==> src/source/dual_pkg.sv <==
package dual_pkg;

	typedef logic [31:0] word_t;
	typedef logic [4:0] reg_addr_t;

	localparam int reg_count = 32;
	localparam word_t nop_word = 32'h0000_0000;

	// primary opcodes
	localparam logic [5:0] opc_special = 6'h00;
	localparam logic [5:0] opc_addiu = 6'h09;
	localparam logic [5:0] opc_ori = 6'h0d;
	localparam logic [5:0] opc_lui = 6'h0f;

	// function field of special
	localparam logic [5:0] fn_addu = 6'h21;
	localparam logic [5:0] fn_subu = 6'h23;
	localparam logic [5:0] fn_and = 6'h24;
	localparam logic [5:0] fn_or = 6'h25;
	localparam logic [5:0] fn_xor = 6'h26;
	localparam logic [5:0] fn_slt = 6'h2a;

	typedef enum logic [3:0] {
		op_nop,
		op_addu,
		op_subu,
		op_and,
		op_or,
		op_xor,
		op_slt,
		op_addiu,
		op_ori,
		op_lui
	} alu_op_e;

	typedef struct packed {
		alu_op_e op;
		reg_addr_t src_a;
		reg_addr_t src_b;
		logic uses_src_b;
		reg_addr_t dest;
		logic writes;
		logic [15:0] imm;
	} decoded_t;

	typedef struct packed {
		logic we;
		reg_addr_t addr;
		word_t wdata;
	} reg_write_t;

endpackage

==> src/source/gpr_file.sv <==
`timescale 1ns/10ps

module gpr_file (
	input  logic                   clk,
	input  logic                   arst_n,
	input  dual_pkg::reg_write_t   wr_a,
	input  dual_pkg::reg_write_t   wr_b,
	input  dual_pkg::reg_addr_t    raddr1,
	input  dual_pkg::reg_addr_t    raddr2,
	input  dual_pkg::reg_addr_t    raddr3,
	input  dual_pkg::reg_addr_t    raddr4,
	output dual_pkg::word_t        rdata1,
	output dual_pkg::word_t        rdata2,
	output dual_pkg::word_t        rdata3,
	output dual_pkg::word_t        rdata4
);

	dual_pkg::word_t regs [dual_pkg::reg_count];

	always_ff @(posedge clk or negedge arst_n)
	begin
		if (!arst_n)
		begin
			for (int i = 0; i < dual_pkg::reg_count; i++)
			begin
				regs[i] <= '0;
			end
		end
		else
		begin
			if (wr_a.we && wr_a.addr != '0)
				regs[wr_a.addr] <= wr_a.wdata;
			// lane b is younger, its write lands last
			if (wr_b.we && wr_b.addr != '0)
				regs[wr_b.addr] <= wr_b.wdata;
		end
	end

	assign rdata1 = (raddr1 == '0) ? '0 : regs[raddr1];
	assign rdata2 = (raddr2 == '0) ? '0 : regs[raddr2];
	assign rdata3 = (raddr3 == '0) ? '0 : regs[raddr3];
	assign rdata4 = (raddr4 == '0) ? '0 : regs[raddr4];

endmodule

==> config.mk <==
export PLATFORM = sky130hd
export DESIGN_NAME = gpr_file
export DESIGN_NICKNAME = d
export VERILOG_FILES = /design/src/source/dual_pkg.sv /design/src/source/gpr_file.sv
export SDC_FILE = /design/constraint.sdc
export NUM_CORES = 2
export LEC_CHECK = 0
export BUFFER_PORTS_ARGS = -buffer_cell sky130_fd_sc_hd__buf_2
export CAP_MARGIN = 10
export CORE_AREA = 2 2 481 483
export CTS_BUF_LIST = sky130_fd_sc_hd__clkbuf_8
export DETAILED_ROUTE_END_ITERATION = 7
export DIE_AREA = 0 0 483 485
export PLACE_DENSITY_LB_ADDON = 0.3
export RECOVER_POWER = 25
export SLEW_MARGIN = 20
export SYNTH_ARGS = -nofsm -noshare
export SYNTH_HDL_FRONTEND = slang
export SYNTH_SLANG_ARGS = --single-unit
export TNS_END_PERCENT = 30
==> constraint.sdc <==
create_clock -name clk -period 2.5 [get_ports clk]
set_input_delay 0.25 -clock clk [delete_from_list [all_inputs] [get_ports clk]]
set_output_delay 0.25 -clock clk [all_outputs]
set_load 0.02 [all_outputs]
==> key figures <==
Yosys
  – Syn_area_per_cell: around 11 sq um
  – Top post-synthesis cells by area: dfrtp_1 32%, mux4_2 23%, mux2i_1 19%, a21oi_1 4.4%, nor2_1 3.0%
  – Cell count after synthesis: 7433
  – Most frequent cells after synthesis: 1538 x mux2i_1, 1024 x dfrtp_1, 800 x mux4_2, 706 x a21oi_1, 640 x nor2_1
  – Share of the synthesized area in the top cell type: 0.3205
  – Ys Warns: 0
  – Seq/Total Area, Yosys: 0.3205
  – Mapped cell area: 79950 sq um
  – Cell taking the most area after synthesis: dfrtp_1
  – Ys flop type: dfrtp_1
  – Most numerous cell in the Yosys netlist: mux2i_1
  – Syn nets: between 7k and 8k
  – Synthesized flop and latch total: 1024
  – Synth cell types: 51
  – Synth async-reset ratio: 1.000
  – Number of synthesized flops with an enable pin: 0

Timing
  – Setup ws final: -835.3 ps
  – Final Cycle Share: 1.334
  – Final hold vios: 0
  – Max Slew Vio Count: 20
  – Min cycle time layout: 3335 ps
  – Slew @ Worst Pin: between 2000 and 2500 ps
  – Setup violations, final: 438
  – Relative slew slack: -0.3926
  – Highest Clock Rate: 299.8 MHz
  – RSZ-0062 raised after global routing: yes
  – Skew final: 0 ps

Clocking
  – Clock Sinks: 1024
  – TritonCTS clock tree: yes
  – Root Buffer: clkbuf_8
  – CTS max path bufs: 3
  – H-tree levels: 4
  – TritonCTS Buffers: between 150 and 200
  – Clock transition at path regs: ~70 ps
  – Clk Latency, worst-skew pair: 1000 ps

Drt
  – DRT antenna net count: 0
  – DR vias/cell: 6.583
  – DR WL/cell: approximately 37 um
  – DRC Markers: 0
  – WL final: 415200 um
  – Pre-antenna DRT Iters: 6
  – Vias: 74.56k
  – DR iter-0 viols: 11.01k

GRT
  – Initial antenna violation count: 40
  – GRT Util Overall: 0.3460
  – Global-route wire length before repair: between 500000 and 600000 um
  – Global route overflow: 0
  – Vias in the first global route: 73.46k
  – Largest net degree at the start of global routing: 90

Final layout
  – Nets: 8236
  – Area delta synth->final: 27.21%
  – Final Core Density: 0.4441
  – Multi-input logic area: 53750 sq um
  – Number of flip-flops in the largest register: roughly 1.0k
  – Register bank with the most flops: regs
  – Top Registers: regs: 1024 flops
  – Final Cell Area: 101700 sq um
  – Ratio of cells with drive above 1 in the final layout: 0.3610
  – Register area: 25710 sq um
  – Filler cell count: 21.32k

Hold path
  – Hold path depth: 6
  – Hold endpoint: regs[605]$_DFF_PN0_
  – Hold Path Origin: wr_a[36]
  – Type of the most critical hold path: in2reg

Floorplanning
  – Die Footprint: 234300 sq um
  – Starting Density: 0.3491
  – I/O Pins: 226
  – FP Rows: between 150 and 200
  – CORE AREA: 229000 sq um
  – Die outline height: 485 um
  – Die Wd: 483 um

Worst setup path
  – CP startpoint kind: flop
  – Crit Path Class: reg2out
  – Worst R2R Path Depth: 4
  – CP arrival: 3090 ps
  – Worst EP required: 2250 ps
  – Setup crit end kind: primary output
  – Reg-to-Reg End: regs[454]$_DFF_PN0_
  – Reg2reg start: regs[454]$_DFF_PN0_
  – Critical-path maximum fanout: 2
  – R2R setup slack: 1030 ps

Place
  – Setup Slack @ Placement: -854.8 ps
  – Buffers on Ports: 225
  – Final HPWL DP: approximately 270000 um
  – Post-Place Cell Area: 92360 sq um
  – Final GP Congestion: 0.9865

Power and ir drop
  – Pleak: about 43 nW
  – Peak supply drop: 0.0006216 V
  – Cell area power density: roughly 730 nW/um^2

Outcome
  – Failing checks: capacitance limit, slew limit, setup timing
  – Outcome: complete, but fails checks

Flow run
  – Max-cap violations: 1
-- layer usage --
metal  GRT usage  wire, um  up-vias
met5           0       247        -
li1            -         -    29770
met3      0.1078     50500     1665
met4      0.2804     39170       38
met1      0.4205    147200    37330
met2      0.5055    178000     5759
-- worst max-delay path, stage by stage (launching register included) --
cell and delay [ps]:
dfrtp_1 400, buf_4 150, mux4_2 440, mux4_2 630
o22ai_4 230, nor3_4 90, buf_6 140
-- cell usage in the layout, fill, tap and decap left out, types with 231 or more instances in the layout --
cell type and instances:
mux2i_1 1538, dfrtp_1 958, buf_4 839, mux4_2 800, a21oi_1 706, nor2_1 611
nand2_1 389, o21ai_0 368, buf_12 240, clkbuf_8 231
-- layout make-up --
cell class,instances,share of cell area
Multi-Input combinational cell,5467,0.5285
Sequential cell,1024,0.2528
Timing Repair Buffer,1456,0.1430
Tap cell,3026,0.03723
Clock buffer,230,0.03113
Clock inverter,101,0.006705
Antenna cell,18,0.0004429
Inverter,4,0.0001476
-- report_power, final --
part	internal, W	switching (W)
sequential	0.0209	0.00571
clock	0.00909	0.00826
combinational	0.0163	0.0139
-- timing repair --
action                                 4_1_cts  5_1_grt
pin swaps                                  182       62
buffers inserted                           111       30
endpoints found under the hold margin     2016        0
hold buffers                               106        0
setup endpoints to repair                  128      128
resized for setup                          600      210
-- worst max path at each step --
stage,start,to,slack [ps]
4_1_cts,regs[293]$_DFF_PN0_,rdata2[5],-840
3_3_place_gp,raddr3[3],rdata3[20],-920
3_5_place_dp,raddr3[3],rdata3[31],-850
6_report,regs[453]$_DFF_PN0_,rdata4[5],-840
5_1_grt,regs[453]$_DFF_PN0_,rdata2[5],-860
2_1_floorplan,raddr1[1],rdata1[4],130
-- stage by stage --
step,hold WS (ps),total power (W),setup TNS [ps],std cells
finish,66.84,0.07421,-106210,11330
global route,100.5,0.07683,-110770,11320
CTS,3.231,0.07237,-87160,11290
detailed placement,231.5,0.05240,-34150,10780
global placement,230.3,0.05150,-34160,10780
floorplan,-45.59,0.04122,0,7433
-- kinds of logic (layout without fill, tap and decap cells) --
| logic type | Yosys count | count (layout) | synth area share |
|---|---|---|---|
| DFF | 1024 | 1024 | 0.3205 |
| other | 0 | 18 | 0 |
| AOI/OAI and AO/OA | 1634 | 1634 | 0.1204 |
| muxes | 2433 | 2433 | 0.4313 |
| and+or+nand+nor | 1400 | 1400 | 0.07608 |
| buffers and inverters | 942 | 1791 | 0.05168 |
Note: power is estimated with default switching activity, not from simulation.
