`src/source/dual_pkg.sv`:
```
package dual_pkg;

	typedef logic [31:0] word_t;
	typedef logic [4:0] reg_addr_t;

	localparam int reg_count = 32;
	localparam word_t nop_word = 32'h0000_0000;

	// primary opcodes
	localparam logic [5:0] opc_special = 6'h00;
	localparam logic [5:0] opc_addiu = 6'h09;
	localparam logic [5:0] opc_ori = 6'h0d;
	localparam logic [5:0] opc_lui = 6'h0f;

	// function field of special
	localparam logic [5:0] fn_addu = 6'h21;
	localparam logic [5:0] fn_subu = 6'h23;
	localparam logic [5:0] fn_and = 6'h24;
	localparam logic [5:0] fn_or = 6'h25;
	localparam logic [5:0] fn_xor = 6'h26;
	localparam logic [5:0] fn_slt = 6'h2a;

	typedef enum logic [3:0] {
		op_nop,
		op_addu,
		op_subu,
		op_and,
		op_or,
		op_xor,
		op_slt,
		op_addiu,
		op_ori,
		op_lui
	} alu_op_e;

	typedef struct packed {
		alu_op_e op;
		reg_addr_t src_a;
		reg_addr_t src_b;
		logic uses_src_b;
		reg_addr_t dest;
		logic writes;
		logic [15:0] imm;
	} decoded_t;

	typedef struct packed {
		logic we;
		reg_addr_t addr;
		word_t wdata;
	} reg_write_t;

endpackage

```
`src/source/issue_if.sv`:
```
`timescale 1ns/10ps

interface issue_if;

	logic valid;
	dual_pkg::alu_op_e op;
	dual_pkg::reg_addr_t dest;
	logic writes;
	dual_pkg::word_t opnd_a;
	// register value or extended immediate
	dual_pkg::word_t opnd_b;

	modport issuer (
		output valid,
		output op,
		output dest,
		output writes,
		output opnd_a,
		output opnd_b
	);

	modport lane (
		input valid,
		input op,
		input dest,
		input writes,
		input opnd_a,
		input opnd_b
	);

endinterface

```
`src/source/inst_decoder.sv`:
```
`timescale 1ns/10ps

module inst_decoder (
	input  dual_pkg::word_t    inst,
	output dual_pkg::decoded_t dec
);

	logic [5:0] opcode;
	logic [5:0] funct;
	dual_pkg::reg_addr_t rs;
	dual_pkg::reg_addr_t rt;
	dual_pkg::reg_addr_t rd;

	assign opcode = inst[31:26];
	assign funct = inst[5:0];
	assign rs = inst[25:21];
	assign rt = inst[20:16];
	assign rd = inst[15:11];

	always_comb
	begin
		dec.op = dual_pkg::op_nop;
		dec.src_a = rs;
		dec.src_b = rt;
		dec.uses_src_b = 1'b0;
		dec.dest = rt;
		dec.imm = inst[15:0];
		case (opcode)
			dual_pkg::opc_special:
			begin
				dec.uses_src_b = 1'b1;
				dec.dest = rd;
				case (funct)
					dual_pkg::fn_addu: dec.op = dual_pkg::op_addu;
					dual_pkg::fn_subu: dec.op = dual_pkg::op_subu;
					dual_pkg::fn_and: dec.op = dual_pkg::op_and;
					dual_pkg::fn_or: dec.op = dual_pkg::op_or;
					dual_pkg::fn_xor: dec.op = dual_pkg::op_xor;
					dual_pkg::fn_slt: dec.op = dual_pkg::op_slt;
					default: dec.op = dual_pkg::op_nop;
				endcase
			end
			dual_pkg::opc_addiu: dec.op = dual_pkg::op_addiu;
			dual_pkg::opc_ori: dec.op = dual_pkg::op_ori;
			dual_pkg::opc_lui: dec.op = dual_pkg::op_lui;
			default: dec.op = dual_pkg::op_nop;
		endcase

		// lui and no-ops read no register, so they never cause a hold
		if (dec.op == dual_pkg::op_nop || dec.op == dual_pkg::op_lui)
		begin
			dec.src_a = '0;
		end
		if (dec.op == dual_pkg::op_nop)
		begin
			dec.uses_src_b = 1'b0;
		end

		dec.writes = (dec.op != dual_pkg::op_nop) && (dec.dest != '0);
	end

endmodule

```
`src/source/pair_issue.sv`:
```
`timescale 1ns/10ps

module pair_issue (
	input  logic                clk,
	input  logic                arst_n,
	input  logic                pair_valid,
	output logic                pair_ready,
	input  dual_pkg::word_t     inst_a,
	input  dual_pkg::word_t     inst_b,
	output dual_pkg::reg_addr_t raddr1,
	output dual_pkg::reg_addr_t raddr2,
	output dual_pkg::reg_addr_t raddr3,
	output dual_pkg::reg_addr_t raddr4,
	input  dual_pkg::word_t     rdata1,
	input  dual_pkg::word_t     rdata2,
	input  dual_pkg::word_t     rdata3,
	input  dual_pkg::word_t     rdata4,
	issue_if.issuer             lane_a_bus,
	issue_if.issuer             lane_b_bus
);

	logic accept;
	logic pair_full;
	logic left_full;
	logic hold;
	logic b_reads_dest;
	logic b_same_dest;
	dual_pkg::word_t pair_inst_a;
	dual_pkg::word_t pair_inst_b;
	dual_pkg::decoded_t dec_a;
	dual_pkg::decoded_t dec_b;
	dual_pkg::decoded_t left_dec;
	dual_pkg::decoded_t slot_a;

	function automatic dual_pkg::word_t operand_b(input dual_pkg::decoded_t dec,
		input dual_pkg::word_t rdata);
		dual_pkg::word_t opnd;
		if (dec.uses_src_b)
			opnd = rdata;
		else
		begin
			case (dec.op)
				dual_pkg::op_addiu: opnd = {{16{dec.imm[15]}}, dec.imm};
				dual_pkg::op_lui: opnd = {dec.imm, 16'h0000};
				default: opnd = {16'h0000, dec.imm};
			endcase
		end
		return opnd;
	endfunction

	inst_decoder dec_a_inst (.inst(pair_inst_a), .dec(dec_a));
	inst_decoder dec_b_inst (.inst(pair_inst_b), .dec(dec_b));

	// pairing check against the older instruction's dest
	assign b_reads_dest = (dec_b.src_a == dec_a.dest) ||
		(dec_b.uses_src_b && dec_b.src_b == dec_a.dest);
	assign b_same_dest = dec_b.writes && (dec_b.dest == dec_a.dest);
	assign hold = pair_full && dec_a.writes && (b_reads_dest || b_same_dest);

	assign pair_ready = ~hold;
	assign accept = pair_valid & pair_ready;

	always_ff @(posedge clk or negedge arst_n)
	begin
		if (!arst_n)
		begin
			pair_full <= 1'b0;
			left_full <= 1'b0;
		end
		else
		begin
			pair_full <= accept;
			left_full <= hold;
		end
	end

	always_ff @(posedge clk)
	begin
		if (accept)
		begin
			pair_inst_a <= inst_a;
			pair_inst_b <= inst_b;
		end
		if (hold)
			left_dec <= dec_b;
	end

	// held instruction goes alone through lane a
	assign slot_a = left_full ? left_dec : dec_a;

	assign raddr1 = slot_a.src_a;
	assign raddr2 = slot_a.src_b;
	assign raddr3 = dec_b.src_a;
	assign raddr4 = dec_b.src_b;

	assign lane_a_bus.valid = left_full | pair_full;
	assign lane_a_bus.op = slot_a.op;
	assign lane_a_bus.dest = slot_a.dest;
	assign lane_a_bus.writes = slot_a.writes;
	assign lane_a_bus.opnd_a = rdata1;
	assign lane_a_bus.opnd_b = operand_b(slot_a, rdata2);

	assign lane_b_bus.valid = pair_full & ~hold;
	assign lane_b_bus.op = dec_b.op;
	assign lane_b_bus.dest = dec_b.dest;
	assign lane_b_bus.writes = dec_b.writes;
	assign lane_b_bus.opnd_a = rdata3;
	assign lane_b_bus.opnd_b = operand_b(dec_b, rdata4);

endmodule

```
`src/flat_wrapper.sv`:
```
// flat-port wrapper written by rule: the top's interface ports become plain ports
module pair_issue_flat 
  (clk, arst_n, pair_valid, pair_ready, inst_a, inst_b, raddr1, raddr2, raddr3, raddr4, rdata1, rdata2, rdata3, rdata4, lane_a_bus_valid, lane_a_bus_op, lane_a_bus_dest, lane_a_bus_writes, lane_a_bus_opnd_a, lane_a_bus_opnd_b, lane_b_bus_valid, lane_b_bus_op, lane_b_bus_dest, lane_b_bus_writes, lane_b_bus_opnd_a, lane_b_bus_opnd_b);
  issue_if lane_a_bus_i ();
  issue_if lane_b_bus_i ();
  input  logic clk;
  input  logic arst_n;
  input  logic pair_valid;
  output logic pair_ready;
  input  dual_pkg::word_t inst_a;
  input  dual_pkg::word_t inst_b;
  output dual_pkg::reg_addr_t raddr1;
  output dual_pkg::reg_addr_t raddr2;
  output dual_pkg::reg_addr_t raddr3;
  output dual_pkg::reg_addr_t raddr4;
  input  dual_pkg::word_t rdata1;
  input  dual_pkg::word_t rdata2;
  input  dual_pkg::word_t rdata3;
  input  dual_pkg::word_t rdata4;
  output wire logic [$bits(lane_a_bus_i.valid)-1:0] lane_a_bus_valid;
  output wire logic [$bits(lane_a_bus_i.op)-1:0] lane_a_bus_op;
  output wire logic [$bits(lane_a_bus_i.dest)-1:0] lane_a_bus_dest;
  output wire logic [$bits(lane_a_bus_i.writes)-1:0] lane_a_bus_writes;
  output wire logic [$bits(lane_a_bus_i.opnd_a)-1:0] lane_a_bus_opnd_a;
  output wire logic [$bits(lane_a_bus_i.opnd_b)-1:0] lane_a_bus_opnd_b;
  output wire logic [$bits(lane_b_bus_i.valid)-1:0] lane_b_bus_valid;
  output wire logic [$bits(lane_b_bus_i.op)-1:0] lane_b_bus_op;
  output wire logic [$bits(lane_b_bus_i.dest)-1:0] lane_b_bus_dest;
  output wire logic [$bits(lane_b_bus_i.writes)-1:0] lane_b_bus_writes;
  output wire logic [$bits(lane_b_bus_i.opnd_a)-1:0] lane_b_bus_opnd_a;
  output wire logic [$bits(lane_b_bus_i.opnd_b)-1:0] lane_b_bus_opnd_b;
  assign lane_a_bus_valid = lane_a_bus_i.valid;
  assign lane_a_bus_op = lane_a_bus_i.op;
  assign lane_a_bus_dest = lane_a_bus_i.dest;
  assign lane_a_bus_writes = lane_a_bus_i.writes;
  assign lane_a_bus_opnd_a = lane_a_bus_i.opnd_a;
  assign lane_a_bus_opnd_b = lane_a_bus_i.opnd_b;
  assign lane_b_bus_valid = lane_b_bus_i.valid;
  assign lane_b_bus_op = lane_b_bus_i.op;
  assign lane_b_bus_dest = lane_b_bus_i.dest;
  assign lane_b_bus_writes = lane_b_bus_i.writes;
  assign lane_b_bus_opnd_a = lane_b_bus_i.opnd_a;
  assign lane_b_bus_opnd_b = lane_b_bus_i.opnd_b;
  pair_issue u_core (.clk(clk), .arst_n(arst_n), .pair_valid(pair_valid), .pair_ready(pair_ready), .inst_a(inst_a), .inst_b(inst_b), .raddr1(raddr1), .raddr2(raddr2), .raddr3(raddr3), .raddr4(raddr4), .rdata1(rdata1), .rdata2(rdata2), .rdata3(rdata3), .rdata4(rdata4), .lane_a_bus(lane_a_bus_i), .lane_b_bus(lane_b_bus_i));
endmodule
```
`config.mk`:
```
export PLATFORM = sky130hd
export DESIGN_NAME = pair_issue_flat
export DESIGN_NICKNAME = d
export VERILOG_FILES = /design/src/source/dual_pkg.sv /design/src/source/issue_if.sv /design/src/source/inst_decoder.sv /design/src/source/pair_issue.sv /design/src/flat_wrapper.sv
export SDC_FILE = /design/constraint.sdc
export NUM_CORES = 1
export LEC_CHECK = 0
export BUFFER_PORTS_ARGS = -buffer_cell sky130_fd_sc_hd__buf_4
export CORE_ASPECT_RATIO = 1.75
export CORE_MARGIN = 3
export CORE_UTILIZATION = 25
export CTS_BUF_LIST = sky130_fd_sc_hd__clkbuf_16
export DETAILED_ROUTE_END_ITERATION = 10
export GPL_TIMING_DRIVEN = 0
export PLACE_DENSITY_LB_ADDON = 0.3
export SLEW_MARGIN = 20
export SYNTH_ARGS = -nofsm -noshare
export SYNTH_HDL_FRONTEND = slang
export SYNTH_HIERARCHICAL = 1
export SYNTH_SLANG_ARGS = --single-unit
```
`constraint.sdc`:
```
create_clock -name clk -period 11.84 [get_ports clk]
set_input_delay 0.592 -clock clk [delete_from_list [all_inputs] [get_ports clk]]
set_output_delay 0.592 -clock clk [all_outputs]
set_load 0.05 [all_outputs]
```
==> metrics.csv <==
stage,metric,value,unit
status,outcome,completed,
floorplan,die_h,218,um
floorplan,fp.coreArea,25200,um2
critical_path,critPathKind,reg2out,
cells_and_area,final_cell_mix,"411 x buf_4, 101 x edfxtp_1, 86 x nand2_1",
drt,routed_wl,23500,um
floorplan,initial_core_util,0.254,
cells_and_area,syn_to_final_growth,47.1,%
clocking,insertion_delay,350,ps
placed_design,routabilityCongestion,0.859,
synthesis,synthCells,584,
synthesis,yosysWarnings,6,
critical_path,worstPathRequired,11250,ps
sta,hold_viol,0,
pwr,ir_worst_vdd,0.0000590,V
pwr,p_leak,4.18,nW
clocking,h-tree-depth,3,
clocking,post-cts-setup-buffers,0,
floorplan,ioPinCount,366,
cells_and_area,final_common_cell,buf_4,
synthesis,synth_seq_cells,103,
global_routing,grt_max_degree,39,
synthesis,synth_area_leaders,"edfxtp_1 47%, buf_4 13%, nand2_1 5.0%",
sta,slew_viol_final,0,
synthesis,syn_area_per_cell,11.0,um2
pwr,seq_power_share,0.446,
clocking,ctsResizeCount,0,
floorplan,num_rows,77,
floorplan,die_w,127,um
drt,viasPerCell,4.49,
worst_hold_path,hold_path.class,in2async,
clocking,cts.clk_slew.worst_paths,70,ps
pwr,switching_power,0.000280,W
sta,timing.final.ws_setup,7470,ps
drt,wl_per_cell,19.1,um
critical_path,cp-start-kind,flop,
drt,antenna_left,0,
sta,rsz0062_at_grt,no,
synthesis,yosys.area.top_type_share,0.473,
sta,relSlewSlack,0.284,
sta,setup_viol,0,
global_routing,grt_pass1_vias,5500,
drt,route.vias.total,5512,
clocking,cts_buffers,9,
global_routing,grt_util_all_layers,0.161,
floorplan,die-area,27700,um2
sta,worst_pin_slew,1070,ps
pwr,clkPwrFrac,0.315,
clocking,cts.path.max_buffers,2,
global_routing,grt_pass1_wl,33100,um
placed_design,numPortBuffers,301,
sta,fmax,229,MHz
sta,finalCritPeriodShare,0.369,
synthesis,synth.distinct_cells,46,
pwr,p_sw_frac,0.293,
synthesis,seq_area_frac_synth,0.480,
critical_path,crit_fanout,10,
global_routing,gr-total-overflow,0,
critical_path,cp-end-kind,primary output,
synthesis,async_reset_ff_frac,0.0194,
synthesis,yosys.area.top_type,edfxtp_1,
cells_and_area,nFillCells,2603,
placed_design,place_hpwl,19800,um
synthesis,syn_nets,779,
synthesis,netlist_area,6420,um2
clocking,cts_tree,yes,
global_routing,antenna_found_initial,0,
clocking,clock_sinks,103,
synthesis,synth-edff-count,101,
pwr,power,0.000956,W
cells_and_area,layout-drive-gt1-share,0.552,
critical_path,crit_arrival,3780,ps
sta,clock_skew,7.71,ps
drt,drc,0,
drt,drtIter0Drc,207,
sta,finalCriticalPeriod,4370,ps
cells_and_area,final_util,0.374,
synthesis,yosys_most_used_dff,edfxtp_1,
pwr,power.internal,0.000676,W
placed_design,preCtsSetupSlack,7550,ps
sta,whs,19.3,ps
pwr,powerDensity,101,nW/um2
cells_and_area,diodes,0,
drt,drt_pass1_iterations,4,
clocking,ctsRootBufferMaster,clkbuf_16,
cells_and_area,layout.nets,1102,
pwr,pwr-share-comb,0.239,
run,max_cap_viol_count,0,
clocking,cts_hold_buffers,0,
## area by class of cell
| type | count | area [um2] | area share |
|---|---|---|---|
| plain buffers | 135 | 951 | 0.101 |
| clock buffers | 9 | 225 | 0.0239 |
| clock inverters | 7 | 72.6 | 0.00769 |
| inverters | 7 | 26.3 | 0.00278 |
| multi-input cells | 339 | 2360 | 0.250 |
| flip-flops and latches | 103 | 3080 | 0.327 |
| well taps | 316 | 395 | 0.0419 |
| repair buffers | 312 | 2320 | 0.246 |
## metrics by stage
step	std cells	instance area (um2)	TNS, ps
floorplan	584	6420	0
global placement	1201	9070	-103440
detailed placement	1212	9140	0
CTS	1228	9440	0
global route	1228	9440	0
finish	1228	9440	0
## sequential cells by signal, summed over array words and instances (netlist names)
register	cells
u_core/left_dec	37
u_core/pair_inst_a	32
u_core/pair_inst_b	32
u_core/left_full	1
u_core/pair_full	1
## power groups by stage
stage / Clock (W) / Sequential, W / Combinational [W]
2_1_floorplan: 0 / 0.000432 / 0.000145
3_3_place_gp: 0 / 0.000438 / 0.000228
3_5_place_dp: 0 / 0.000435 / 0.000232
4_1_cts: 0.000310 / 0.000426 / 0.000232
5_1_grt: 0.000327 / 0.000428 / 0.000241
6_report: 0.000301 / 0.000426 / 0.000229
## worst max-delay path, stage by stage (launching register included)
cell and delay, ps:
edfxtp_1 380, clkbuf_1 210, o21ba_2 240, a21oi_1 510, nor2_1 150, buf_2 240, nor2b_1 360, nand4_1 500
clkbuf_1 370, o211ai_1 210, buf_4 260
## logic make-up (layout without fill, tap and decap cells)
group                  Yosys count  after routing  share of synthesized area
buffers and inverters          142            470                      0.152
multiplexers                    46             46                     0.0839
flip-flops                     103            103                      0.480
AO/OA/AOI/OAI                   98             98                      0.115
XOR/XNOR                        19             19                     0.0259
AND/OR/NAND/NOR                176            176                      0.142
## Yosys cell counts (all sizes together) (5+ instances only)
cell type / n
clkbuf: 13
nor3: 5
nand2: 90
buf: 122
mux2i: 17
mux2: 29
nor2: 23
o21ai: 26
a22o: 17
nor4b: 5
nor4bb: 9
o211ai: 15
a22oi: 17
nand3: 24
edfxtp: 101
inv: 7
a21oi: 5
xnor2: 17
nand4: 5
o22ai: 5
## metal layers
metal | vias up | track usage | wire, um
li1 | 2669 | - | -
met1 | 2571 | 0.155 | 7690
met2 | 245 | 0.328 | 13700
met3 | 27 | 0.0319 | 1500
met4 | 0 | 0.0583 | 592
met5 | - | 0 | 0
## final timing paths
path,to,slack (ps),from,cells after the start
max in group asynchronous,u_core/left_full,11730,arst_n,1
worst max-delay path,lane_b_bus_opnd_b[23],7470,u_core/pair_inst_b[2],10
min in group clk,u_core/pair_inst_b[22],410,inst_b[22],1
worst min register to register,u_core/left_dec[9],540,u_core/pair_inst_b[9],1
worst max register to register,u_core/pair_inst_a[8],7720,u_core/pair_inst_b[2],13
worst min-delay path,u_core/pair_full,20,arst_n,1
No activity file was read; power rests on OpenSTA's default activity.
