==> config.mk <==
export PLATFORM = sky130hd
export DESIGN_NAME = alu_lane_flat
export DESIGN_NICKNAME = d
export VERILOG_FILES = /design/src/source/dual_pkg.sv /design/src/source/issue_if.sv /design/src/source/alu_lane.sv /design/src/flat_wrapper.sv
export SDC_FILE = /design/constraint.sdc
export NUM_CORES = 1
export LEC_CHECK = 0
export BUFFER_PORTS_ARGS = -buffer_cell sky130_fd_sc_hd__buf_2
export CAP_MARGIN = 10
export CORE_MARGIN = 2
export CORE_UTILIZATION = 50
export DETAILED_ROUTE_END_ITERATION = 12
export GPL_TIMING_DRIVEN = 1
export PLACE_DENSITY = 0.72
export SYNTH_ARGS = -nofsm -noshare
export SYNTH_HDL_FRONTEND = slang
export SYNTH_SLANG_ARGS = --single-unit
export TNS_END_PERCENT = 5
==> constraint.sdc <==
create_clock -name clk -period 13.3 [get_ports clk]
set_clock_uncertainty 0.15 [all_clocks]
set_input_delay 2.66 -clock clk [delete_from_list [all_inputs] [get_ports clk]]
set_output_delay 2.66 -clock clk [all_outputs]
set_load 0.02 [all_outputs]
==> src/source/dual_pkg.sv <==
package dual_pkg;

	typedef logic [31:0] word_t;
	typedef logic [4:0] reg_addr_t;

	localparam int reg_count = 32;
	localparam word_t nop_word = 32'h0000_0000;

	// primary opcodes
	localparam logic [5:0] opc_special = 6'h00;
	localparam logic [5:0] opc_addiu = 6'h09;
	localparam logic [5:0] opc_ori = 6'h0d;
	localparam logic [5:0] opc_lui = 6'h0f;

	// function field of special
	localparam logic [5:0] fn_addu = 6'h21;
	localparam logic [5:0] fn_subu = 6'h23;
	localparam logic [5:0] fn_and = 6'h24;
	localparam logic [5:0] fn_or = 6'h25;
	localparam logic [5:0] fn_xor = 6'h26;
	localparam logic [5:0] fn_slt = 6'h2a;

	typedef enum logic [3:0] {
		op_nop,
		op_addu,
		op_subu,
		op_and,
		op_or,
		op_xor,
		op_slt,
		op_addiu,
		op_ori,
		op_lui
	} alu_op_e;

	typedef struct packed {
		alu_op_e op;
		reg_addr_t src_a;
		reg_addr_t src_b;
		logic uses_src_b;
		reg_addr_t dest;
		logic writes;
		logic [15:0] imm;
	} decoded_t;

	typedef struct packed {
		logic we;
		reg_addr_t addr;
		word_t wdata;
	} reg_write_t;

endpackage

==> src/source/issue_if.sv <==
`timescale 1ns/10ps

interface issue_if;

	logic valid;
	dual_pkg::alu_op_e op;
	dual_pkg::reg_addr_t dest;
	logic writes;
	dual_pkg::word_t opnd_a;
	// register value or extended immediate
	dual_pkg::word_t opnd_b;

	modport issuer (
		output valid,
		output op,
		output dest,
		output writes,
		output opnd_a,
		output opnd_b
	);

	modport lane (
		input valid,
		input op,
		input dest,
		input writes,
		input opnd_a,
		input opnd_b
	);

endinterface

==> src/source/alu_lane.sv <==
`timescale 1ns/10ps

module alu_lane (
	input  logic                 clk,
	input  logic                 arst_n,
	issue_if.lane                issue,
	output dual_pkg::reg_write_t wr,
	output logic                 retire_valid,
	output dual_pkg::reg_addr_t  retire_addr,
	output dual_pkg::word_t      retire_data
);

	dual_pkg::word_t result;

	always_comb
	begin
		case (issue.op)
			dual_pkg::op_addu,
			dual_pkg::op_addiu: result = issue.opnd_a + issue.opnd_b;
			dual_pkg::op_subu: result = issue.opnd_a - issue.opnd_b;
			dual_pkg::op_and: result = issue.opnd_a & issue.opnd_b;
			dual_pkg::op_or,
			dual_pkg::op_ori: result = issue.opnd_a | issue.opnd_b;
			dual_pkg::op_xor: result = issue.opnd_a ^ issue.opnd_b;
			dual_pkg::op_slt: result = {31'b0, $signed(issue.opnd_a) < $signed(issue.opnd_b)};
			// immediate already shifted up by the issue unit
			dual_pkg::op_lui: result = issue.opnd_b;
			default: result = '0;
		endcase
	end

	assign wr = '{we: issue.valid & issue.writes, addr: issue.dest, wdata: result};

	always_ff @(posedge clk or negedge arst_n)
	begin
		if (!arst_n)
			retire_valid <= 1'b0;
		else
			retire_valid <= wr.we;
	end

	// retire report captured on the same edge as the register write
	always_ff @(posedge clk)
	begin
		if (wr.we)
		begin
			retire_addr <= wr.addr;
			retire_data <= wr.wdata;
		end
	end

endmodule

==> src/flat_wrapper.sv <==
// flat-port wrapper written by rule: the top's interface ports become plain ports
module alu_lane_flat 
  (clk, arst_n, wr, retire_valid, retire_addr, retire_data, issue_valid, issue_op, issue_dest, issue_writes, issue_opnd_a, issue_opnd_b);
  issue_if issue_i ();
  input  logic clk;
  input  logic arst_n;
  output dual_pkg::reg_write_t wr;
  output logic retire_valid;
  output dual_pkg::reg_addr_t retire_addr;
  output dual_pkg::word_t retire_data;
  input wire logic [$bits(issue_i.valid)-1:0] issue_valid;
  input wire logic [$bits(issue_i.op)-1:0] issue_op;
  input wire logic [$bits(issue_i.dest)-1:0] issue_dest;
  input wire logic [$bits(issue_i.writes)-1:0] issue_writes;
  input wire logic [$bits(issue_i.opnd_a)-1:0] issue_opnd_a;
  input wire logic [$bits(issue_i.opnd_b)-1:0] issue_opnd_b;
  assign issue_i.valid = issue_valid;
  assign issue_i.op = issue_op;
  assign issue_i.dest = issue_dest;
  assign issue_i.writes = issue_writes;
  assign issue_i.opnd_a = issue_opnd_a;
  assign issue_i.opnd_b = issue_opnd_b;
  alu_lane u_core (.clk(clk), .arst_n(arst_n), .issue(issue_i), .wr(wr), .retire_valid(retire_valid), .retire_addr(retire_addr), .retire_data(retire_data));
endmodule
==> results.json, run 1 <==
{
  "setup_viol": 0,
  "worstPathCellList": "buf_2, ha_1, inv_1, fa_1, nand3b_2, a21oi_2, nor2_1, o41ai_2, and4b_1, o31ai_1, o21ai_0, mux2_2, o211ai_2, buf_2",
  "grt_util_all_layers_pct": 26.30,
  "layout-drive-gt1-share_pct": 22.48,
  "synth_area_per_cell_um2": 8.069,
  "globalRouteOverflowTotal": 0,
  "critical-path-slowest-cell": "sky130_fd_sc_hd__o41ai_2",
  "final_core_utilization_pct": 58.18,
  "critical_path_arrival_ns": 6.01,
  "cp_data_required_time_ns": 10.49,
  "cts_root_buffer": "sky130_fd_sc_hd__clkbuf_16",
  "ys_top_cells_by_area": "sky130_fd_sc_hd__ha_1 20%, sky130_fd_sc_hd__edfxtp_1 17%, sky130_fd_sc_hd__inv_1 5.2%",
  "post-synth-top-area-cell": "sky130_fd_sc_hd__ha_1",
  "n_fill_cell": 1245,
  "setup_tns_ns": 0,
  "detailedRoute.firstPassIterationCount": 5,
  "most_frequently_used_flop_master_after_synthesis": "sky130_fd_sc_hd__edfxtp_1",
  "postLayoutSetupSlackWorst_ns": 4.480,
  "ff_latch_area_um2": 1136,
  "wire_length_of_the_first_global_routing_pass_mm": 30.78,
  "antenna_found_initial": 0,
  "critPathMaxStageDelay_ns": 0.61,
  "start_util_pct": 51.46,
  "ant_nets": 0,
  "diodes": 0,
  "final-max-slew-violation-count": 0,
  "p_leak_nw": 3.412,
  "layout_commonest_cell": "sky130_fd_sc_hd__buf_2",
  "htreeDepth": 2,
  "cap_viol_max_count": 0,
  "synth.yosys.seq_area_share_pct": 17.42,
  "grt_pass1_vias": 6304,
  "dpl.hpwl_mm": 13.77,
  "critical-path-top-cell-by-count": "sky130_fd_sc_hd__buf_2",
  "hold_path.class": "input port to asynchronous set/reset pin",
  "cp_num_buf_inv": 3,
  "crit_path_end_kind": "output pin",
  "unrepaired_setup_endpoints_after_global_routing": "false",
  "dieWidth_um": 118.2,
  "total_of_hold_buffers_inserted_after_clock_tree_synthesis": 0,
  "max_freq_ghz": 0.1134,
  "finalWeightedCongestion": 0.9026,
  "timing.max_slew.rel_slack_pct": 32.72,
  "multiInputGateArea_um2": 4690,
  "drt-vias-per-instance": 6.038,
  "drc": 0,
  "yosys_register_bits": 38,
  "num-nets-final": 1102,
  "worst_path_dominant_cell_family": "compound AO/OA/AOI/OAI gates",
  "die_h_um": 118.2,
  "cts.repair.resized": 0,
  "netlist_area_um2": 6520,
  "dpl-instance-area_um2": 7207,
  "clk_pin_slew_worst_paths_ns": 0.06,
  "clock_path_buffers": 2,
  "syn-num-nets": 990,
  "grt_max_degree": 40,
  "postCtsSetupBuffers": 0,
  "area_delta_synth_final_pct": 13.07,
  "pwr_density_cell_nw_per_um2": 78.20,
  "post_synth_num_cell_types": 83,
  "io_pins": 153,
  "cp-start-kind": "input port",
  "standard_cell_row_count": 41,
  "layout.cell_area.non_filler_um2": 7372,
  "ys_warn_count": 0,
  "cts_made_buffers": 5,
  "synth_top_cell_area_share_pct": 19.77,
  "synth_edf_count": 37,
  "route.vias.total": 6600,
  "worst-setup-path-type": "input port to output pin",
  "crit_fanout": 5,
  "synthesis.instances": 808,
  "cts_tree": "done",
  "status": "finished, final reports clean",
  "die_ar_um2": 13970,
  "cts_num_sinks": 38,
  "worst-slew-pin-transition_ns": 1.004,
  "port_buffers": 152,
  "ys_async_sr_fraction_pct": 2.632,
  "post-place-cells": 1085,
  "post-route-min-period_ns": 8.820,
  "fin_crit_sh_pct": 66.32,
  "commonest_cells_after_routing_fill_and_taps_aside": "152 x sky130_fd_sc_hd__buf_2, 103 x sky130_fd_sc_hd__ha_1, 90 x sky130_fd_sc_hd__inv_1",
  "post_layout_nonfiller_instances": 1093,
  "route.final.wire_length_mm": 18.94,
  "vdd_ir_drop_max_mv": 0.04051,
  "final_hold_viol_count": 0,
  "wl_per_cell_um": 17.33,
  "coreArea_um2": 12670,
  "drt_first_iter_violations": 590,
  "pre_cts_slack_ns": 4.512
}
[per-layer routing]
layer | up-vias | wire length (µm) | GRT usage [%]
met1 | 3061 | 8675 | 37.16
met3 | 19 | 1635 | 3.475
met4 | 0 | 230 | 8.208
li1 | 3186 | - | -
met5 | - | 0 | 0
met2 | 334 | 8398 | 41.51
[cells in the mapped netlist (8+ instances only)]
library cell                 n
sky130_fd_sc_hd__o21bai_1   12
sky130_fd_sc_hd__nand2b_1   16
sky130_fd_sc_hd__inv_1      90
sky130_fd_sc_hd__o22ai_1    12
sky130_fd_sc_hd__nor2_1     56
sky130_fd_sc_hd__xnor2_1     8
sky130_fd_sc_hd__nor3_1     19
sky130_fd_sc_hd__a221oi_1   17
sky130_fd_sc_hd__buf_6       8
sky130_fd_sc_hd__o21ai_0    59
sky130_fd_sc_hd__ha_1      103
sky130_fd_sc_hd__a221o_1     9
sky130_fd_sc_hd__clkbuf_8   11
sky130_fd_sc_hd__a22oi_1    24
sky130_fd_sc_hd__o211ai_1   17
sky130_fd_sc_hd__nand2_1    46
sky130_fd_sc_hd__a21o_1     15
sky130_fd_sc_hd__a21oi_1    66
sky130_fd_sc_hd__o221ai_1    8
sky130_fd_sc_hd__edfxtp_1   37
sky130_fd_sc_hd__a31oi_1     8
sky130_fd_sc_hd__clkbuf_1   27
[through the flow]
step / hold WS, ns / total power [mW]
after floorplan: 2.214 / 0.3565
after global placement: 2.286 / 0.4277
after detailed placement: 2.287 / 0.4305
after CTS: 1.980 / 0.5740
after global routing: 1.979 / 0.6085
final: 1.982 / 0.5765
[state kept, by name, summed over array words and instances (netlist names)]
name	count
u_core.retire_addr	5
u_core.retire_data	32
u_core.retire_valid	1
[kinds of logic after synthesis]
group | Yosys count | synth area share [%]
xor+xnor | 10 | 1.343
fa+ha+maj | 105 | 20.38
mux | 5 | 0.7868
flops | 38 | 17.42
compound gates | 315 | 33.93
buf+inv | 147 | 11.44
simple gates | 188 | 14.70
[power by group]
group | internal, mW | total (mW) | switching (mW)
Combinational | 0.102 | 0.286 | 0.184
Clock | 0.0880 | 0.143 | 0.0548
Sequential | 0.146 | 0.148 | 0.00200
[final cells by class]
cell class | instances | area share, %
Clock buffer | 5 | 1.697
Multi-Input combinational cell | 623 | 63.61
Clock inverter | 3 | 0.5431
Timing Repair Buffer | 160 | 11.13
Inverter | 92 | 4.684
Sequential cell | 38 | 15.41
Tap cell | 172 | 2.919
[final timing paths]
| kind | start | to | slack (ns) | cells after the start |
|---|---|---|---|---|
| worst max-delay path | issue_opnd_b[0] | wr[28] | 4.48 | 14 |
| worst min-delay path | arst_n | u_core.retire_valid$_DFF_PN0_ | 1.98 | 1 |
| max in group asynchronous | arst_n | u_core.retire_valid$_DFF_PN0_ | 10.94 | 1 |
| min in group clk | issue_dest[3] | u_core.retire_addr[3]$_DFFE_PP_ | 2.41 | 1 |
Note: power is estimated with default switching activity, not from simulation.
==> run 2, diff against run 1 <==
--- a/config.mk
+++ b/config.mk
@@ -5,13 +5,14 @@
 export SDC_FILE = /design/constraint.sdc
 export NUM_CORES = 1
 export LEC_CHECK = 0
+export ABC_AREA = 1
 export BUFFER_PORTS_ARGS = -buffer_cell sky130_fd_sc_hd__buf_2
 export CAP_MARGIN = 10
 export CORE_MARGIN = 2
 export CORE_UTILIZATION = 50
 export DETAILED_ROUTE_END_ITERATION = 12
 export GPL_TIMING_DRIVEN = 1
-export PLACE_DENSITY = 0.72
+export PLACE_DENSITY = 0.7
 export SYNTH_ARGS = -nofsm -noshare
 export SYNTH_HDL_FRONTEND = slang
 export SYNTH_SLANG_ARGS = --single-unit
==> constraint.sdc (replaced) <==
create_clock -name clk -period 9.3 [get_ports clk]
set_clock_uncertainty 0.15 [all_clocks]
set_input_delay 1.86 -clock clk [delete_from_list [all_inputs] [get_ports clk]]
set_output_delay 1.86 -clock clk [all_outputs]
set_load 0.02 [all_outputs]
==> results.json, run 2 <==
{
  "antenna_found_initial": 0,
  "cts_tree": "done",
  "grt_max_degree": 40,
  "area_delta_synth_final_pct": 13.13,
  "diodes": 0,
  "p_leak_nw": 5.281,
  "die_h_um": 128.5,
  "ff_latch_area_um2": 1136,
  "worst_path_dominant_cell_family": "compound AO/OA/AOI/OAI gates",
  "drt_first_iter_violations": 907,
  "hold_slack_ns": 1.183,
  "synth_top_cell_area_share_pct": 22.19,
  "status": "finished, final reports clean",
  "cp_data_required_time_ns": 7.29,
  "cap_viol_max_count": 0,
  "die_ar_um2": 16510,
  "largest-register": "u_core.retire_data",
  "ys_warn_count": 0,
  "final_hold_viol_count": 0,
  "coreArea_um2": 15150,
  "max_freq_ghz": 0.1530,
  "critical-path-slowest-cell": "sky130_fd_sc_hd__o21ai_4",
  "hold_path.class": "input port to asynchronous set/reset pin",
  "critical_path_arrival_ns": 4.53,
  "layout-drive-gt1-share_pct": 11.72,
  "ys_async_sr_fraction_pct": 2.632,
  "post_layout_nonfiller_instances": 1690,
  "unrepaired_setup_endpoints_after_global_routing": "false",
  "grt_pass1_vias": 8162,
  "critPathMaxStageDelay_ns": 0.88,
  "worst-slew-pin-transition_ns": 1.134,
  "ys_top_cells_by_area": "sky130_fd_sc_hd__nand2_1 22%, sky130_fd_sc_hd__ha_1 17%, sky130_fd_sc_hd__inv_1 15%",
  "synth.yosys.seq_area_share_pct": 14.66,
  "layout_top_registers": "u_core.retire_data: 32 flops, u_core.retire_addr: 5 flops, u_core.retire_valid: 1 flops",
  "total_of_hold_buffers_inserted_after_clock_tree_synthesis": 0,
  "dr.max_layer_used": "met4",
  "finalWeightedCongestion": 1.016,
  "wl_met2_mm": 11.38,
  "synth.cells.most_frequent": "458 x sky130_fd_sc_hd__nand2_1, 314 x sky130_fd_sc_hd__inv_1, 110 x sky130_fd_sc_hd__nor2_1",
  "pwr-share-seq_pct": 22.9,
  "layout_commonest_cell": "sky130_fd_sc_hd__nand2_1",
  "n_fill_cell": 1599,
  "clk_pin_slew_worst_paths_ns": 0.06,
  "fin_crit_sh_pct": 70.29,
  "post-place-cells": 1682,
  "drc": 0,
  "crit_fanout": 31,
  "ant_nets": 0,
  "finalPower_mw": 0.9168,
  "cts_num_sinks": 38,
  "setup_viol": 0,
  "clock_path_buffers": 2,
  "post-synth-top-area-cell": "sky130_fd_sc_hd__nand2_1",
  "num-nets-final": 1683,
  "detailroute.wirelength.met3_mm": 3.045,
  "synth_area_per_cell_um2": 5.619,
  "globalRouteOverflowTotal": 0,
  "switching_power_mw": 0.4139,
  "post-route-min-period_ns": 6.537,
  "synthesis.instances": 1379,
  "htreeDepth": 2,
  "wl_per_cell_um": 16.30,
  "timing.max_slew.rel_slack_pct": 23.91,
  "route.vias.total": 9003,
  "yosys_register_bits": 38,
  "worst-setup-path-type": "input port to output pin",
  "final-max-slew-violation-count": 0,
  "synth_edf_count": 37,
  "synthMostInstantiatedCell": "sky130_fd_sc_hd__nand2_1",
  "start_util_pct": 51.16,
  "pwr_density_cell_nw_per_um2": 104.6,
  "detailedRoute.firstPassIterationCount": 6,
  "power_frac_comb_pct": 50.1,
  "cts_made_buffers": 5,
  "post_synth_num_cell_types": 34,
  "cts.repair.resized": 0,
  "largest_register_ffs": 32,
  "commonest_cells_after_routing_fill_and_taps_aside": "458 x sky130_fd_sc_hd__nand2_1, 313 x sky130_fd_sc_hd__inv_1, 152 x sky130_fd_sc_hd__buf_2",
  "vdd_ir_drop_max_mv": 0.06655,
  "worstPathCellList": "buf_2, inv_1, nor2_1, inv_1, o21ai_4, inv_2, o21ai_0, a21oi_1, o21ai_0, buf_2",
  "netlist_area_um2": 7749,
  "setup_tns_ns": 0,
  "crit_path_end_kind": "output pin",
  "power_frac_clock_pct": 27.0,
  "dieWidth_um": 128.5,
  "drt-met1-wl_mm": 12.28,
  "cts_root_buffer": "sky130_fd_sc_hd__clkbuf_16",
  "most_frequently_used_flop_master_after_synthesis": "sky130_fd_sc_hd__edfxtp_1",
  "internal_power_mw": 0.5030,
  "postLayoutSetupSlackWorst_ns": 2.763,
  "route.final.wire_length_mm": 27.54,
  "p_sw_share_pct": 45.14,
  "standard_cell_row_count": 45,
  "multiInputGateArea_um2": 5226,
  "io_pins": 153,
  "grt_util_all_layers_pct": 33.06,
  "dpl.hpwl_mm": 21.69,
  "cp-start-kind": "input port",
  "pre_cts_slack_ns": 2.852,
  "port_buffers": 152,
  "postCtsSetupBuffers": 0,
  "drt-vias-per-instance": 5.327,
  "cp_num_buf_inv": 5,
  "syn-num-nets": 1561,
  "wire_length_of_the_first_global_routing_pass_mm": 42.26
}
run 2: cell types whose count changed in the layout (fill, tap and decap cells not counted), sizes merged, moves of 18 or more:
cell | previous run | this run
a22oi | 24 | 0
nand2 | 46 | 459
o211ai | 18 | 0
inv | 92 | 315
nand3 | 7 | 108
nor2 | 56 | 115
run 2: power groups by stage:
stage	Sequential (mW)	Clock (mW)	Combinational [mW]
floorplan	0.233	0	0.284
global placement	0.213	0	0.445
detailed placement	0.213	0	0.448
CTS	0.210	0.246	0.450
global route	0.211	0.253	0.508
finish	0.210	0.247	0.460
run 2: layout make-up:
class | count | area share, %
Clock buffer | 6 | 1.584
Clock inverter | 2 | 0.6851
Inverter | 316 | 13.53
Multi-Input combinational cell | 985 | 59.62
Sequential cell | 38 | 12.96
Tap cell | 188 | 2.683
Timing Repair Buffer | 155 | 8.935
run 2: routing by layer:
layer,up-vias,track usage [%]
met5,-,0
met2,442,49.66
met4,0,11.45
li1,4516,-
met1,3991,46.64
met3,54,7.526
run 2: path summary, 6_finish.rpt:
path	start	to	slack, ns	depth (start not counted)
max in group asynchronous	arst_n	u_core.retire_valid$_DFF_PN0_	7.73	1
worst min-delay path	arst_n	u_core.retire_valid$_DFF_PN0_	1.18	1
worst max-delay path	issue_op[2]	wr[14]	2.76	10
min in group clk	issue_dest[1]	u_core.retire_addr[1]$_DFFE_PP_	1.61	1
run 2: cells by family after synthesis:
family	after synthesis	share of synthesized area, %
AOI/OAI and AO/OA	173	13.03
buffers and inverters	356	18.13
adders and majority gates	105	17.15
and+or+nand+nor	707	37.03
DFF	38	14.66
run 2: metrics by stage:
stage,instance area (µm²),utilization [%]
global route,8766,57.88
global placement,8567,56.56
finish,8766,57.88
CTS,8766,57.88
detailed placement,8567,56.56
floorplan,7749,-
